File: src/common/decoder_params.svh
`ifndef DECODER_PARAMS_SVH
`define DECODER_PARAMS_SVH

// Datapath widths
`define INSTR_W 32
`define STATE_W 10

// Instruction class field
`define CLASS_HI 27
`define CLASS_LO 25

// Single load/store addressing fields
`define P_BIT 24 // Pre/offset vs post-indexed
`define U_BIT 23 // Add offset when set
`define B_BIT 22 // Unsigned byte access
`define W_BIT 21 // Write back base
`define L_BIT 20 // Load when set

// Data processing and branch fields
`define S_BIT    20 // Set condition codes
`define LINK_BIT 24
`define OPC_HI   24
`define OPC_LO   21

// Bits that split misc load/store and register shifts out of the main classes
`define MISC_BIT7      7
`define REG_SHIFT_BIT4 4

`endif

File: src/common/isa_pkg.sv
`default_nettype none

package isa_pkg;

    // Instruction groups seen by the state encoder
    typedef enum logic [2:0] {
        CLS_LDST_IMM,
        CLS_LDST_REG,
        CLS_DP_CMP,      // Flag-only compares, no result write
        CLS_DP,
        CLS_BRANCH,
        CLS_UNSUPPORTED  // Falls back to fetch
    } instr_class_e;

    typedef enum logic [3:0] {
        OPC_AND = 4'b0000,
        OPC_EOR = 4'b0001,
        OPC_SUB = 4'b0010,
        OPC_RSB = 4'b0011,
        OPC_ADD = 4'b0100,
        OPC_ADC = 4'b0101,
        OPC_SBC = 4'b0110,
        OPC_RSC = 4'b0111,
        OPC_TST = 4'b1000,
        OPC_TEQ = 4'b1001,
        OPC_CMP = 4'b1010,
        OPC_CMN = 4'b1011,
        OPC_ORR = 4'b1100,
        OPC_MOV = 4'b1101,
        OPC_BIC = 4'b1110,
        OPC_MVN = 4'b1111
    } dp_opcode_e;

endpackage

`default_nettype wire

File: src/common/ctrl_pkg.sv
`default_nettype none

`include "decoder_params.svh"

package ctrl_pkg;

    // Microsequencer entry points, store/load pairs side by side
    typedef enum logic [`STATE_W-1:0] {
        ST_FETCH  = 10'd1,
        ST_DP_S   = 10'd10,
        ST_DP     = 10'd11,
        ST_B      = 10'd12,
        ST_BL     = 10'd13,
        ST_DP_CMP = 10'd14,

        // Immediate offset
        ST_STRB_IMM_OFS_ADD  = 10'd20, ST_LDRB_IMM_OFS_ADD  = 10'd66,
        ST_STRB_IMM_OFS_SUB  = 10'd30, ST_LDRB_IMM_OFS_SUB  = 10'd74,
        ST_STR_IMM_OFS_ADD   = 10'd43, ST_LDR_IMM_OFS_ADD   = 10'd85,
        ST_STR_IMM_OFS_SUB   = 10'd53, ST_LDR_IMM_OFS_SUB   = 10'd93,
        ST_STRB_IMM_PRE_ADD  = 10'd22, ST_LDRB_IMM_PRE_ADD  = 10'd68,
        ST_STRB_IMM_PRE_SUB  = 10'd32, ST_LDRB_IMM_PRE_SUB  = 10'd76,
        ST_STR_IMM_PRE_ADD   = 10'd45, ST_LDR_IMM_PRE_ADD   = 10'd87,
        ST_STR_IMM_PRE_SUB   = 10'd55, ST_LDR_IMM_PRE_SUB   = 10'd95,
        ST_STRB_IMM_POST_ADD = 10'd24, ST_LDRB_IMM_POST_ADD = 10'd70,
        ST_STRB_IMM_POST_SUB = 10'd34, ST_LDRB_IMM_POST_SUB = 10'd78,
        ST_STR_IMM_POST_ADD  = 10'd47, ST_LDR_IMM_POST_ADD  = 10'd89,
        ST_STR_IMM_POST_SUB  = 10'd57, ST_LDR_IMM_POST_SUB  = 10'd97,

        // Register offset
        ST_STRB_REG_OFS_ADD  = 10'd21, ST_LDRB_REG_OFS_ADD  = 10'd67,
        ST_STRB_REG_OFS_SUB  = 10'd31, ST_LDRB_REG_OFS_SUB  = 10'd75,
        ST_STR_REG_OFS_ADD   = 10'd44, ST_LDR_REG_OFS_ADD   = 10'd86,
        ST_STR_REG_OFS_SUB   = 10'd54, ST_LDR_REG_OFS_SUB   = 10'd94,
        ST_STRB_REG_PRE_ADD  = 10'd23, ST_LDRB_REG_PRE_ADD  = 10'd69,
        ST_STRB_REG_PRE_SUB  = 10'd33, ST_LDRB_REG_PRE_SUB  = 10'd77,
        ST_STR_REG_PRE_ADD   = 10'd46, ST_LDR_REG_PRE_ADD   = 10'd88,
        ST_STR_REG_PRE_SUB   = 10'd56, ST_LDR_REG_PRE_SUB   = 10'd96,
        ST_STRB_REG_POST_ADD = 10'd27, ST_LDRB_REG_POST_ADD = 10'd72,
        ST_STRB_REG_POST_SUB = 10'd37, ST_LDRB_REG_POST_SUB = 10'd80,
        ST_STR_REG_POST_ADD  = 10'd50, ST_LDR_REG_POST_ADD  = 10'd91,
        ST_STR_REG_POST_SUB  = 10'd60, ST_LDR_REG_POST_SUB  = 10'd99
    } ctrl_state_e;

endpackage

`default_nettype wire

File: src/source/instr_classifier.sv
`timescale 1ns/1ps
`default_nettype none

`include "decoder_params.svh"

module instr_classifier (
    input  wire [`INSTR_W-1:0]    instruction,
    output isa_pkg::instr_class_e instr_class
);

    import isa_pkg::*;

    logic [2:0] class_bits;
    dp_opcode_e opcode;
    logic       is_dp_enc;
    logic       is_cmp_op;
    logic       is_misc_ldst;

    assign class_bits = instruction[`CLASS_HI:`CLASS_LO];
    assign opcode     = dp_opcode_e'(instruction[`OPC_HI:`OPC_LO]);

    // Immediate or register operand 2
    assign is_dp_enc = (class_bits == 3'b000) || (class_bits == 3'b001);

    // TST/TEQ/CMP/CMN only update flags
    assign is_cmp_op = (opcode == OPC_TST) || (opcode == OPC_TEQ) ||
                       (opcode == OPC_CMP) || (opcode == OPC_CMN);

    // Halfword, signed byte and doubleword transfers
    assign is_misc_ldst = (class_bits == 3'b000) &&
                          instruction[`MISC_BIT7] && instruction[`REG_SHIFT_BIT4];

    // First match wins
    always_comb
    begin
        if (class_bits == 3'b010)
        begin
            instr_class = CLS_LDST_IMM;
        end
        else if (class_bits == 3'b011 && !instruction[`REG_SHIFT_BIT4])
        begin
            instr_class = CLS_LDST_REG; // Bit 4 set is a media op here
        end
        else if (is_misc_ldst)
        begin
            instr_class = CLS_UNSUPPORTED;
        end
        else if (is_dp_enc && is_cmp_op)
        begin
            instr_class = CLS_DP_CMP;
        end
        else if (is_dp_enc)
        begin
            instr_class = CLS_DP;
        end
        else if (class_bits == 3'b101)
        begin
            instr_class = CLS_BRANCH;
        end
        else
        begin
            instr_class = CLS_UNSUPPORTED; // Includes LDM/STM (100)
        end
    end

endmodule

`default_nettype wire

File: src/ldst/ldst_state_encoder.sv
`timescale 1ns/1ps
`default_nettype none

`include "decoder_params.svh"

module ldst_state_encoder (
    input  wire [`INSTR_W-1:0]   instruction,
    output ctrl_pkg::ctrl_state_e ldst_state
);

    import ctrl_pkg::*;

    logic       reg_offset;
    logic [1:0] addr_mode; // 00 offset, 01 pre-indexed, 10 post-indexed
    logic [5:0] sel;

    assign reg_offset = instruction[`CLASS_LO];

    always_comb
    begin
        if (!instruction[`P_BIT])
        begin
            addr_mode = 2'b10; // Post-indexed, W has no effect
        end
        else if (instruction[`W_BIT])
        begin
            addr_mode = 2'b01;
        end
        else
        begin
            addr_mode = 2'b00;
        end
    end

    // {reg_offset, mode, byte, add, load}
    assign sel = {reg_offset, addr_mode, instruction[`B_BIT],
                  instruction[`U_BIT], instruction[`L_BIT]};

    always_comb
    begin
        case (sel)
            // Immediate offset
            6'b0_00_1_1_0: ldst_state = ST_STRB_IMM_OFS_ADD;
            6'b0_00_1_1_1: ldst_state = ST_LDRB_IMM_OFS_ADD;
            6'b0_00_1_0_0: ldst_state = ST_STRB_IMM_OFS_SUB;
            6'b0_00_1_0_1: ldst_state = ST_LDRB_IMM_OFS_SUB;
            6'b0_00_0_1_0: ldst_state = ST_STR_IMM_OFS_ADD;
            6'b0_00_0_1_1: ldst_state = ST_LDR_IMM_OFS_ADD;
            6'b0_00_0_0_0: ldst_state = ST_STR_IMM_OFS_SUB;
            6'b0_00_0_0_1: ldst_state = ST_LDR_IMM_OFS_SUB;
            6'b0_01_1_1_0: ldst_state = ST_STRB_IMM_PRE_ADD;
            6'b0_01_1_1_1: ldst_state = ST_LDRB_IMM_PRE_ADD;
            6'b0_01_1_0_0: ldst_state = ST_STRB_IMM_PRE_SUB;
            6'b0_01_1_0_1: ldst_state = ST_LDRB_IMM_PRE_SUB;
            6'b0_01_0_1_0: ldst_state = ST_STR_IMM_PRE_ADD;
            6'b0_01_0_1_1: ldst_state = ST_LDR_IMM_PRE_ADD;
            6'b0_01_0_0_0: ldst_state = ST_STR_IMM_PRE_SUB;
            6'b0_01_0_0_1: ldst_state = ST_LDR_IMM_PRE_SUB;
            6'b0_10_1_1_0: ldst_state = ST_STRB_IMM_POST_ADD;
            6'b0_10_1_1_1: ldst_state = ST_LDRB_IMM_POST_ADD;
            6'b0_10_1_0_0: ldst_state = ST_STRB_IMM_POST_SUB;
            6'b0_10_1_0_1: ldst_state = ST_LDRB_IMM_POST_SUB;
            6'b0_10_0_1_0: ldst_state = ST_STR_IMM_POST_ADD;
            6'b0_10_0_1_1: ldst_state = ST_LDR_IMM_POST_ADD;
            6'b0_10_0_0_0: ldst_state = ST_STR_IMM_POST_SUB;
            6'b0_10_0_0_1: ldst_state = ST_LDR_IMM_POST_SUB;
            // Register offset
            6'b1_00_1_1_0: ldst_state = ST_STRB_REG_OFS_ADD;
            6'b1_00_1_1_1: ldst_state = ST_LDRB_REG_OFS_ADD;
            6'b1_00_1_0_0: ldst_state = ST_STRB_REG_OFS_SUB;
            6'b1_00_1_0_1: ldst_state = ST_LDRB_REG_OFS_SUB;
            6'b1_00_0_1_0: ldst_state = ST_STR_REG_OFS_ADD;
            6'b1_00_0_1_1: ldst_state = ST_LDR_REG_OFS_ADD;
            6'b1_00_0_0_0: ldst_state = ST_STR_REG_OFS_SUB;
            6'b1_00_0_0_1: ldst_state = ST_LDR_REG_OFS_SUB;
            6'b1_01_1_1_0: ldst_state = ST_STRB_REG_PRE_ADD;
            6'b1_01_1_1_1: ldst_state = ST_LDRB_REG_PRE_ADD;
            6'b1_01_1_0_0: ldst_state = ST_STRB_REG_PRE_SUB;
            6'b1_01_1_0_1: ldst_state = ST_LDRB_REG_PRE_SUB; // 77
            6'b1_01_0_1_0: ldst_state = ST_STR_REG_PRE_ADD;
            6'b1_01_0_1_1: ldst_state = ST_LDR_REG_PRE_ADD;
            6'b1_01_0_0_0: ldst_state = ST_STR_REG_PRE_SUB;
            6'b1_01_0_0_1: ldst_state = ST_LDR_REG_PRE_SUB;
            6'b1_10_1_1_0: ldst_state = ST_STRB_REG_POST_ADD;
            6'b1_10_1_1_1: ldst_state = ST_LDRB_REG_POST_ADD;
            6'b1_10_1_0_0: ldst_state = ST_STRB_REG_POST_SUB;
            6'b1_10_1_0_1: ldst_state = ST_LDRB_REG_POST_SUB;
            6'b1_10_0_1_0: ldst_state = ST_STR_REG_POST_ADD;
            6'b1_10_0_1_1: ldst_state = ST_LDR_REG_POST_ADD;
            6'b1_10_0_0_0: ldst_state = ST_STR_REG_POST_SUB;
            6'b1_10_0_0_1: ldst_state = ST_LDR_REG_POST_SUB;
            default:       ldst_state = ST_FETCH; // Mode 11 never occurs
        endcase
    end

endmodule

`default_nettype wire

File: src/source/next_state_reg.sv
`timescale 1ns/1ps
`default_nettype none

`include "decoder_params.svh"

module next_state_reg (
    input  wire                      clk,
    input  wire                      rst_n,
    input  wire                      decode_en,
    input  wire [`INSTR_W-1:0]       instruction,
    input  var isa_pkg::instr_class_e instr_class,
    input  var ctrl_pkg::ctrl_state_e ldst_state,
    output ctrl_pkg::ctrl_state_e     state_number
);

    import isa_pkg::*;
    import ctrl_pkg::*;

    ctrl_state_e next_state;

    always_comb
    begin
        case (instr_class)
            CLS_LDST_IMM,
            CLS_LDST_REG:
            begin
                next_state = ldst_state;
            end
            CLS_DP_CMP:
            begin
                next_state = ST_DP_CMP; // S is implied for compares
            end
            CLS_DP:
            begin
                next_state = instruction[`S_BIT] ? ST_DP_S : ST_DP;
            end
            CLS_BRANCH:
            begin
                next_state = instruction[`LINK_BIT] ? ST_BL : ST_B;
            end
            default:
            begin
                next_state = ST_FETCH; // Unknown encodings refetch
            end
        endcase
    end

    // Holds the last decode while decode_en is low
    always_ff @(posedge clk or negedge rst_n)
    begin
        if (!rst_n)
        begin
            state_number <= ST_FETCH;
        end
        else if (decode_en)
        begin
            state_number <= next_state;
        end
    end

endmodule

`default_nettype wire

File: src/source/instr_state_encoder.sv
`timescale 1ns/1ps
`default_nettype none

`include "decoder_params.svh"

module instr_state_encoder (
    input  wire                   clk,
    input  wire                   rst_n,
    input  wire [`INSTR_W-1:0]    instruction,
    input  wire                   decode_en,
    output ctrl_pkg::ctrl_state_e state_number
);

    import isa_pkg::*;
    import ctrl_pkg::*;

    instr_class_e instr_class;
    ctrl_state_e  ldst_state;

    instr_classifier u_classifier (
        .instruction (instruction),
        .instr_class (instr_class)
    );

    // Bit 25 picks immediate vs register offset inside
    ldst_state_encoder u_ldst_enc (
        .instruction (instruction),
        .ldst_state  (ldst_state)
    );

    next_state_reg u_state_reg (
        .clk          (clk),
        .rst_n        (rst_n),
        .decode_en    (decode_en),
        .instruction  (instruction),
        .instr_class  (instr_class),
        .ldst_state   (ldst_state),
        .state_number (state_number)
    );

endmodule

`default_nettype wire

File: config.mk
export PLATFORM = sky130hd
export DESIGN_NAME = instr_state_encoder
export DESIGN_NICKNAME = d
export VERILOG_FILES = /design/src/common/isa_pkg.sv /design/src/common/ctrl_pkg.sv /design/src/source/instr_classifier.sv /design/src/ldst/ldst_state_encoder.sv /design/src/source/next_state_reg.sv /design/src/source/instr_state_encoder.sv
export VERILOG_INCLUDE_DIRS = /design/src /design/src/common
export SDC_FILE = /design/constraint.sdc
export NUM_CORES = 1
export LEC_CHECK = 0
export BUFFER_PORTS_ARGS = -buffer_cell sky130_fd_sc_hd__buf_4
export CELL_PAD_IN_SITES_DETAIL_PLACEMENT = 1
export CELL_PAD_IN_SITES_GLOBAL_PLACEMENT = 1
export CORE_UTILIZATION = 29
export CTS_BUF_LIST = sky130_fd_sc_hd__clkbuf_8
export DETAILED_ROUTE_END_ITERATION = 8
export GPL_TIMING_DRIVEN = 0
export PLACE_DENSITY = 0.88
export SYNTH_ARGS = -nofsm -noshare
export SYNTH_HDL_FRONTEND = slang
export SYNTH_SLANG_ARGS = --single-unit
File: constraint.sdc
create_clock -name clk -period 0.8 [get_ports clk]
set_clock_uncertainty 0.05 [all_clocks]
set_input_delay 0.12 -clock clk [delete_from_list [all_inputs] [get_ports clk]]
set_output_delay 0.12 -clock clk [all_outputs]
set_load 0.01 [all_outputs]
After elaboration in Yosys (flattened, before gate mapping)
Memory sizes are Yosys's and may differ from the RTL's.
Cells that the tools add are included.
Widths: inputs -> output; s select.
{"block": "op_classes", "addsub": 0, "n_mul": 0, "div": 0, "n_lt_le_gt_ge": 0, "n_eq_ne": 12, "shift": 0, "muxes": 11, "bitwise_logic": 0, "n_reduce_logical": 12}
{"op": "$pmux 10 s4", "n": 1}
{"op": "$eq 4x4->1 const B", "n": 4}
{"op": "$mux 3", "n": 5}
{"op": "$eq 3x2->1 const B", "n": 4}
{"op": "$eq 3x1->1 const B", "n": 2}
{"op": "$eq 3x3->1 const B", "n": 2}
{"op": "$logic_not 3->1", "n": 2}
{"op": "$logic_and 1x1->1", "n": 4}
{"op": "$logic_or 1x1->1", "n": 4}
{"op": "$mux 1", "n": 4}
{"op": "$mux 2", "n": 1}
{"op": "$reduce_or 2->1", "n": 1}
{"op": "$logic_not 1->1", "n": 1}
{"block": "totals", "ff_bits": 10, "latchBits": 0, "ram_bits": 0, "rom_bits": 448, "in_bits": 35, "word_cells": 37, "n_memories": 1}
{"name": "(no name shown)", "depth": 64, "word_bits": 7, "rd": 1, "rd_clocked_by_memory_dff": 0, "wr": 0, "line_no": "ldst_state_encoder.sv:41", "rtl": "case (sel)"}

Depth between registers and ports, before layout
Gate-level depths: netlist (run 1).
{"block": "depth", "depth_word": 12, "ltp_mapped": 7}

Modules after synthesis
From an unflattened synthesis (run 1), not the netlist that was laid out.
{"block": "hier_totals", "hier_cells": 133, "area_unflattened_um2": 1024.7}
{"mod": "ldst_state_encoder", "n_inst": 1, "cells_per_inst": 75, "area_per_inst_um2": 498.0}
{"mod": "next_state_reg", "n_inst": 1, "cells_per_inst": 50, "area_per_inst_um2": 465.4}
{"mod": "instr_classifier", "n_inst": 1, "cells_per_inst": 8, "area_per_inst_um2": 61.3}

Worst setup path before layout (run 1)
OpenSTA, ideal clock, no wires.
{"block": "synth_timing", "path_kind": "input port to flip-flop", "start": "input port instruction[20]", "end": "register u_state_reg.state_number[3]", "setup_time_ns": 0.064, "t_arrival_ns": 1.323, "path_slack_ns": -0.636, "stages": 6, "path_buffers": 0, "cell_sequence": "inv_1 -> ha_1 -> o21ai_0 -> mux4_2 -> a21oi_1 -> a21o_1"}
{"block": "synth_via", "elab_chain_len": 2}
{"item": "from (decl)", "line_no": "instr_state_encoder.sv:9", "rtl": "input wire [`INSTR_W-1:0] instruction,"}
{"item": "$mem_v2 64x7"}
{"item": "$pmux 10 s4", "line_no": "next_state_reg.sv:23", "rtl": "case (instr_class)"}
{"item": "to (signal assigned)", "line_no": "next_state_reg.sv:57", "rtl": "state_number <= next_state;"}
{"item": "to (decl)", "line_no": "next_state_reg.sv:13", "rtl": "output ctrl_pkg::ctrl_state_e state_number"}
Every way passes these cells.
A chain may end at the register's enable or synchronous reset.

Worst setup path after layout (run 1)
{"block": "layout_timing", "start": "input port instruction[23]", "end": "register u_state_reg.state_number[3]"}
{"block": "layout_via", "elab_chain_len": 12, "word_cells_on_any_way": 20, "classes_between": "8 x eq/ne; 5 x mux; 6 x reduce/logical; 1 x memory"}
{"item": "$eq 4x4->1", "line_no": "instr_classifier.sv:26", "rtl": "assign is_cmp_op = (opcode == OPC_TST) || (opcode == OPC_TEQ) ||"}
{"item": "$logic_or 1x1->1 (2 in series)", "line_no": "instr_classifier.sv:26"}
{"item": "$logic_or 1x1->1", "line_no": "instr_classifier.sv:27", "rtl": "(opcode == OPC_CMP) || (opcode == OPC_CMN);"}
{"item": "$logic_and 1x1->1", "line_no": "instr_classifier.sv:48", "rtl": "else if (is_dp_enc && is_cmp_op)"}
{"item": "$mux 3", "line_no": "instr_classifier.sv:48"}
{"item": "$mux 3", "line_no": "instr_classifier.sv:44", "rtl": "else if (is_misc_ldst)"}
{"item": "$mux 3", "line_no": "instr_classifier.sv:40", "rtl": "else if (class_bits == 3'b011 && !instruction[`REG_SHIFT_BIT4])"}
{"item": "$mux 3", "line_no": "instr_classifier.sv:36", "rtl": "if (class_bits == 3'b010)"}
{"item": "$eq 3x1->1 / $logic_not 3->1 (equally long branches)", "line_no": "next_state_reg.sv:23"}
{"item": "$reduce_or 2->1", "line_no": "next_state_reg.sv:23"}
{"item": "$pmux 10 s4 (*)", "line_no": "next_state_reg.sv:23"}
Mark *: on every way between the ends. The rest lies on a longest branch, timed or not.

==> impl_metrics.toml, run 1 <==
[status]
status = "finished with violations"
violations = "setup timing"

[pwr]
cellPowerDensity_nw_per_um2 = 1120
vdd_ir_drop_max_v = 0.000390
cellLeakagePower_nw = 0.640

[setup_path]
cp_data_required_time_ns = 0.87
worst-setup-path-type = "primary input to register"
end_kind = "register"
r2r_cells = 3
r2r-end = "u_state_reg.state_number[3]"
cp-start-kind = "primary input"
r2r_start = "u_state_reg.state_number[3]"
worstPathMaxFanout = 6
rrSetupSlack_ns = -0.08
worstPathArrival_ns = 1.40

[yosys]
netlist_area_sq_um = 923
netlist_instances = 122
synth-simple-area-share = 0.172
synth-compound-area-share = 0.327
ys_warn_count = 0
yosysSeqAreaShare = 0.191
syn_avg_cell_area_sq_um = 7.57
synth-adder-area-share = 0.136
synthXorXnorAreaFrac = 0.00949
synth_cell_type_count = 37
synthMuxAreaShare = 0.0474
synth_top_family_by_area = "compound AO/OA/AOI/OAI gates"
ys_seq_elements = 7

[grt]
grt_pass1_vias = 1074
overflow = 0
grt_max_degree = 11
grtUsageTotal = 0.186
antenna_found_initial = 0
grt_pass1_wl_um = 4850

[sta]
drv_slew = 0
max_freq_mhz = 750
fin_ws_ns = -0.533
setup_violations = 13
post-route-period-util = 1.67
rsz0062_at_grt = "yes"
hold_violations = 0
fin_tns_setup_ns = -3.91
fin_crit_ns = 1.33
timing.hold.ws_ns = 0.188

[floorplan]
row_count = 20
die-area_sq_um = 3410
pin_count = 45
die_y_um = 58.4
initial_utilization = 0.305
die_w_um = 58.4
core_area_sq_um = 3030

[layout]
final_nets = 210
final_area_sq_um = 1440
fill_cells = 372
largest_register_ffs = 7
area_growth_pct = 55.4
layout_common_cells = "buf_4 (27), nand2_1 (13), o21ai_0 (10)"
n_antenna_cell = 0
largest_register = "u_state_reg.state_number"
final_util = 0.474
layout_commonest_cell = "buf_4"
reg_top3 = "u_state_reg.state_number: 7 flops"
drive_gt1_frac = 0.390

[detailed_routing]
viasPerCell = 5.02
drc_errors = 0
vias = 1044
wl_per_cell_um = 14.3
drt_pre_antenna_iters = 4
drt-initial-drc-count = 22
antenna_left = 0
drt_wl_total_um = 2970

[clocking]
cts_buffers = 3
clockBufferDepth = 2
clk_pin_slew_worst_paths_ns = 0.04
cts_tree = "done"
clk_latency_ns = 0.23
cts.sinks = 7
cts_root_buffer = "clkbuf_8"
ctsHtreeMaxLevel = 1

[placement]
placedInstanceArea_sq_um = 1160
port-buffer-count = 19
hpwl_um = 2130
routabilityCongestion = 0.809
dp_slack_ns = -0.980

[worst_hold_path]
hp-start = "instruction[27]"
whs_path_depth = 4
min_to = "u_state_reg.state_number[6]"
hp-class = "primary input to register"

[run]
max_cap_viol_count = 0
-- metal layers --
| layer | GRT usage | wire [um] |
|---|---|---|
| met5 | 0 | 0 |
| met2 | 0.351 | 1550 |
| met1 | 0.210 | 1250 |
| met3 | 0.0110 | 87 |
| met4 | 0.0918 | 73 |
-- stage by stage --
step,cells,total power [mW]
after floorplan,124,0.740
after global placement,187,0.933
after detailed placement,187,0.963
after CTS,203,1.57
after global routing,208,1.70
final,208,1.60
-- area by class of cell --
class,count,area (sq um),area share
Clock inverter,1,3.75,0.00262
Tap cell,44,55.1,0.0384
Timing Repair Buffer,36,333,0.232
Buffer,10,67.6,0.0471
Sequential cell,7,176,0.123
Clock buffer,3,41.3,0.0288
Inverter,11,48.8,0.0340
Multi-Input combinational cell,96,709,0.494
-- timing repair --
item                                    4_1_cts  5_1_grt
endpoints found under the setup margin       13       14
endpoints found under the hold margin         7        0
hold buffers                                  1        0
pin swaps                                     5        8
gates resized for setup                      18       10
cloned                                        0        0
buffers inserted                             11        5
-- synth_stat cells --
cell | count | area share
and2_1 | 1 | 0.0068
buf_4 | 4 | 0.033
a21oi_1 | 8 | 0.043
nor2_1 | 8 | 0.033
nand3b_1 | 1 | 0.0081
buf_6 | 1 | 0.012
o211ai_1 | 5 | 0.041
a21o_1 | 1 | 0.0081
o32a_1 | 2 | 0.022
mux2_2 | 1 | 0.012
o22ai_1 | 1 | 0.0068
nand2_1 | 13 | 0.053
xnor2_1 | 1 | 0.0095
dfstp_2 | 1 | 0.028
or4_1 | 1 | 0.0081
nor4b_1 | 1 | 0.0095
a211oi_4 | 1 | 0.022
conb_1 | 1 | 0.0041
ha_1 | 10 | 0.14
a31oi_1 | 3 | 0.020
o21ai_0 | 16 | 0.087
nor3_1 | 2 | 0.011
o22ai_2 | 1 | 0.014
clkbuf_1 | 2 | 0.0081
a211oi_1 | 2 | 0.016
inv_2 | 1 | 0.0041
dfrtp_1 | 6 | 0.16
nand2b_1 | 2 | 0.014
o211a_1 | 1 | 0.011
o31ai_1 | 1 | 0.0081
a211o_1 | 3 | 0.028
nand3_1 | 3 | 0.016
buf_2 | 3 | 0.016
mux4_2 | 1 | 0.024
inv_1 | 10 | 0.041
nor2b_1 | 2 | 0.014
mux2i_1 | 1 | 0.011
-- report_power, final --
group | switching, mW | internal [mW]
registers | 0.0241 | 0.392
clock network | 0.165 | 0.333
logic | 0.332 | 0.358
total | 0.521 | 1.08
-- cell families after synthesis --
group,count (synthesis)
AOI/OAI and AO/OA,45
other,1
muxes,3
xor gates and xnor gates,1
adders and majority gates,10
DFF,7
buffers and inverters,21
and+or+nand+nor,34
-- how the worst max path moves through the flow --
stage                     from                          end  slack (ns)  depth (start not counted)
2_1_floorplan  instruction[20]  u_state_reg.state_number[3]       -0.59                          6
3_3_place_gp   instruction[20]  u_state_reg.state_number[2]       -0.96                          7
3_5_place_dp   instruction[20]  u_state_reg.state_number[2]       -0.98                          7
4_1_cts        instruction[20]  u_state_reg.state_number[3]       -0.54                          7
5_1_grt        instruction[20]  u_state_reg.state_number[0]       -0.60                          9
6_report       instruction[23]  u_state_reg.state_number[3]       -0.53                          7
-- worst max-delay path: stages --
cell        delay (ns)
buf_12            0.08
clkinvlp_4        0.13
ha_4              0.30
o21ai_0           0.19
a21oi_1           0.08
a211o_1           0.31
a21o_1            0.19
No activity file was read; power rests on OpenSTA's default activity.
==> inputs of run 2 (changes only) <==
--- a/config.mk
+++ b/config.mk
@@ -13,7 +13,7 @@
 export CTS_BUF_LIST = sky130_fd_sc_hd__clkbuf_8
 export DETAILED_ROUTE_END_ITERATION = 8
 export GPL_TIMING_DRIVEN = 0
-export PLACE_DENSITY = 0.88
+export PLACE_DENSITY = 0.8
 export SYNTH_ARGS = -nofsm -noshare
 export SYNTH_HDL_FRONTEND = slang
 export SYNTH_SLANG_ARGS = --single-unit
==> run 2 against run 1 <==
Against the previous run: the run still ends with setup timing left; first-iteration DRC count is 18% lower; global-route usage is 0.87 points higher; critical path depth rose by 1; largest cell class unchanged; largest power group unchanged.
==> impl_metrics.toml, run 2 (synthesis results as in run 1) <==
[status]
status = "finished with violations"
violations = "setup timing"

[sta]
post-route-period-util = 1.71
fin_ws_ns = -0.572
fin_crit_ns = 1.37
rsz0062_at_grt = "yes"
fin_tns_setup_ns = -3.97
max_freq_mhz = 729
hold_violations = 0
timing.hold.ws_ns = 0.203
setup_violations = 14
drv_slew = 0

[layout]
drive_gt1_frac = 0.385
layout_commonest_cell = "buf_4"
largest_register = "u_state_reg.state_number"
final_nets = 207
largest_register_ffs = 7
layout_common_cells = "buf_4 (23), nand2_1 (13), o21ai_0 (10), inv_1 (9), buf_6 (9)"
n_antenna_cell = 0
reg_top3 = "u_state_reg.state_number: 7 flops"
area_growth_pct = 56.8

[setup_path]
rrSetupSlack_ns = -0.11
r2r-end = "u_state_reg.state_number[3]"
cp_data_required_time_ns = 0.84
end_kind = "register"
worstPathArrival_ns = 1.42
worst-setup-path-type = "primary input to register"
r2r_cells = 3
r2r_start = "u_state_reg.state_number[3]"
cp-startpoint = "instruction[20]"
worstPathMaxFanout = 5
cp-start-kind = "primary input"

[detailed_routing]
vias = 1053
viasPerCell = 5.14
drt_wl_total_um = 3110
antenna_left = 0
drt-initial-drc-count = 18
drt_pre_antenna_iters = 4
drc_errors = 0
wl_per_cell_um = 15.2

[grt]
grt_pass1_vias = 1054
overflow = 0
grtUsageTotal = 0.195
grt_max_degree = 11
grt_pass1_wl_um = 5040
antenna_found_initial = 0

[pwr]
cellPowerDensity_nw_per_um2 = 1120
vdd_ir_drop_max_v = 0.000401
cellLeakagePower_nw = 0.634

[floorplan]
core_area_sq_um = 3030
die_y_um = 58.4
die_w_um = 58.4
row_count = 20
pin_count = 45
initial_utilization = 0.305
die-area_sq_um = 3410

[clocking]
clk_latency_ns = 0.23
clk_pin_slew_worst_paths_ns = 0.04
cts_tree = "done"
cts_buffers = 3
ctsHtreeMaxLevel = 1
cts_root_buffer = "clkbuf_8"
clockBufferDepth = 2
cts.sinks = 7

[worst_hold_path]
hp-class = "primary input to async pin"

[placement]
routabilityCongestion = 0.874
port-buffer-count = 19
hpwl_um = 2160

[run]
max_cap_viol_count = 0
==> run 2: per-layer routing <==
layer	wire length, um	vias up	GRT usage
li1	-	506	-
met1	1250	520	0.215
met2	1730	24	0.384
met3	100	3	0.0242
met4	23	0	0.0544
met5	0	-	0
==> run 2: timing repair <==
action,CTS,global route
buffers inserted,13,0
endpoints found under the setup margin,14,14
endpoints found under the hold margin,7,0
resized for setup,29,5
hold buffers,1,0
pin swaps,9,6
==> run 2: area by class of cell <==
type	count	area (sq um)
clock inverter	1	3.75
sequential	7	176
timing repair buffer	33	329
clock buffer	3	41.3
multi-input combinational	96	726
tap	44	55.1
inverter	11	48.8
buffer	10	67.6
fill	371	1580
==> run 2: through the flow <==
step	worst slack [ns]	instance area (sq um)	cells	utilization	power [mW]
CTS	-0.584	1430	205	0.473	1.59
finish	-0.572	1450	205	0.478	1.62
floorplan	-0.585	967	124	-	0.740
detailed placement	-1.00	1160	187	0.385	0.965
global placement	-0.952	1160	187	0.385	0.938
global route	-0.602	1450	205	0.478	1.70
==> run 2: critical path, stage by stage <==
cell and delay [ns]:
buf_12 0.08, clkinvlp_4 0.14, buf_4 0.18, ha_4 0.17, or4_1 0.39, nand3_1 0.11, o32a_1 0.17, o22ai_2 0.06
==> run 2: worst max path at each step <==
| stage | slack (ns) | endpoint | depth (start not counted) |
|---|---|---|---|
| after floorplan | -0.59 | u_state_reg.state_number[3] | 6 |
| after global placement | -0.95 | u_state_reg.state_number[2] | 7 |
| after detailed placement | -1.00 | u_state_reg.state_number[4] | 8 |
| after CTS | -0.58 | u_state_reg.state_number[3] | 7 |
| after global routing | -0.60 | u_state_reg.state_number[3] | 7 |
| final | -0.57 | u_state_reg.state_number[2] | 8 |
==> run 2: where the power goes <==
group          leakage (nW)  total (mW)  switching, mW  internal, mW
Combinational         0.519       0.711          0.344         0.367
Clock                0.0269       0.493          0.160         0.332
Sequential           0.0879       0.415         0.0231         0.392
Total                 0.634        1.62          0.527          1.09
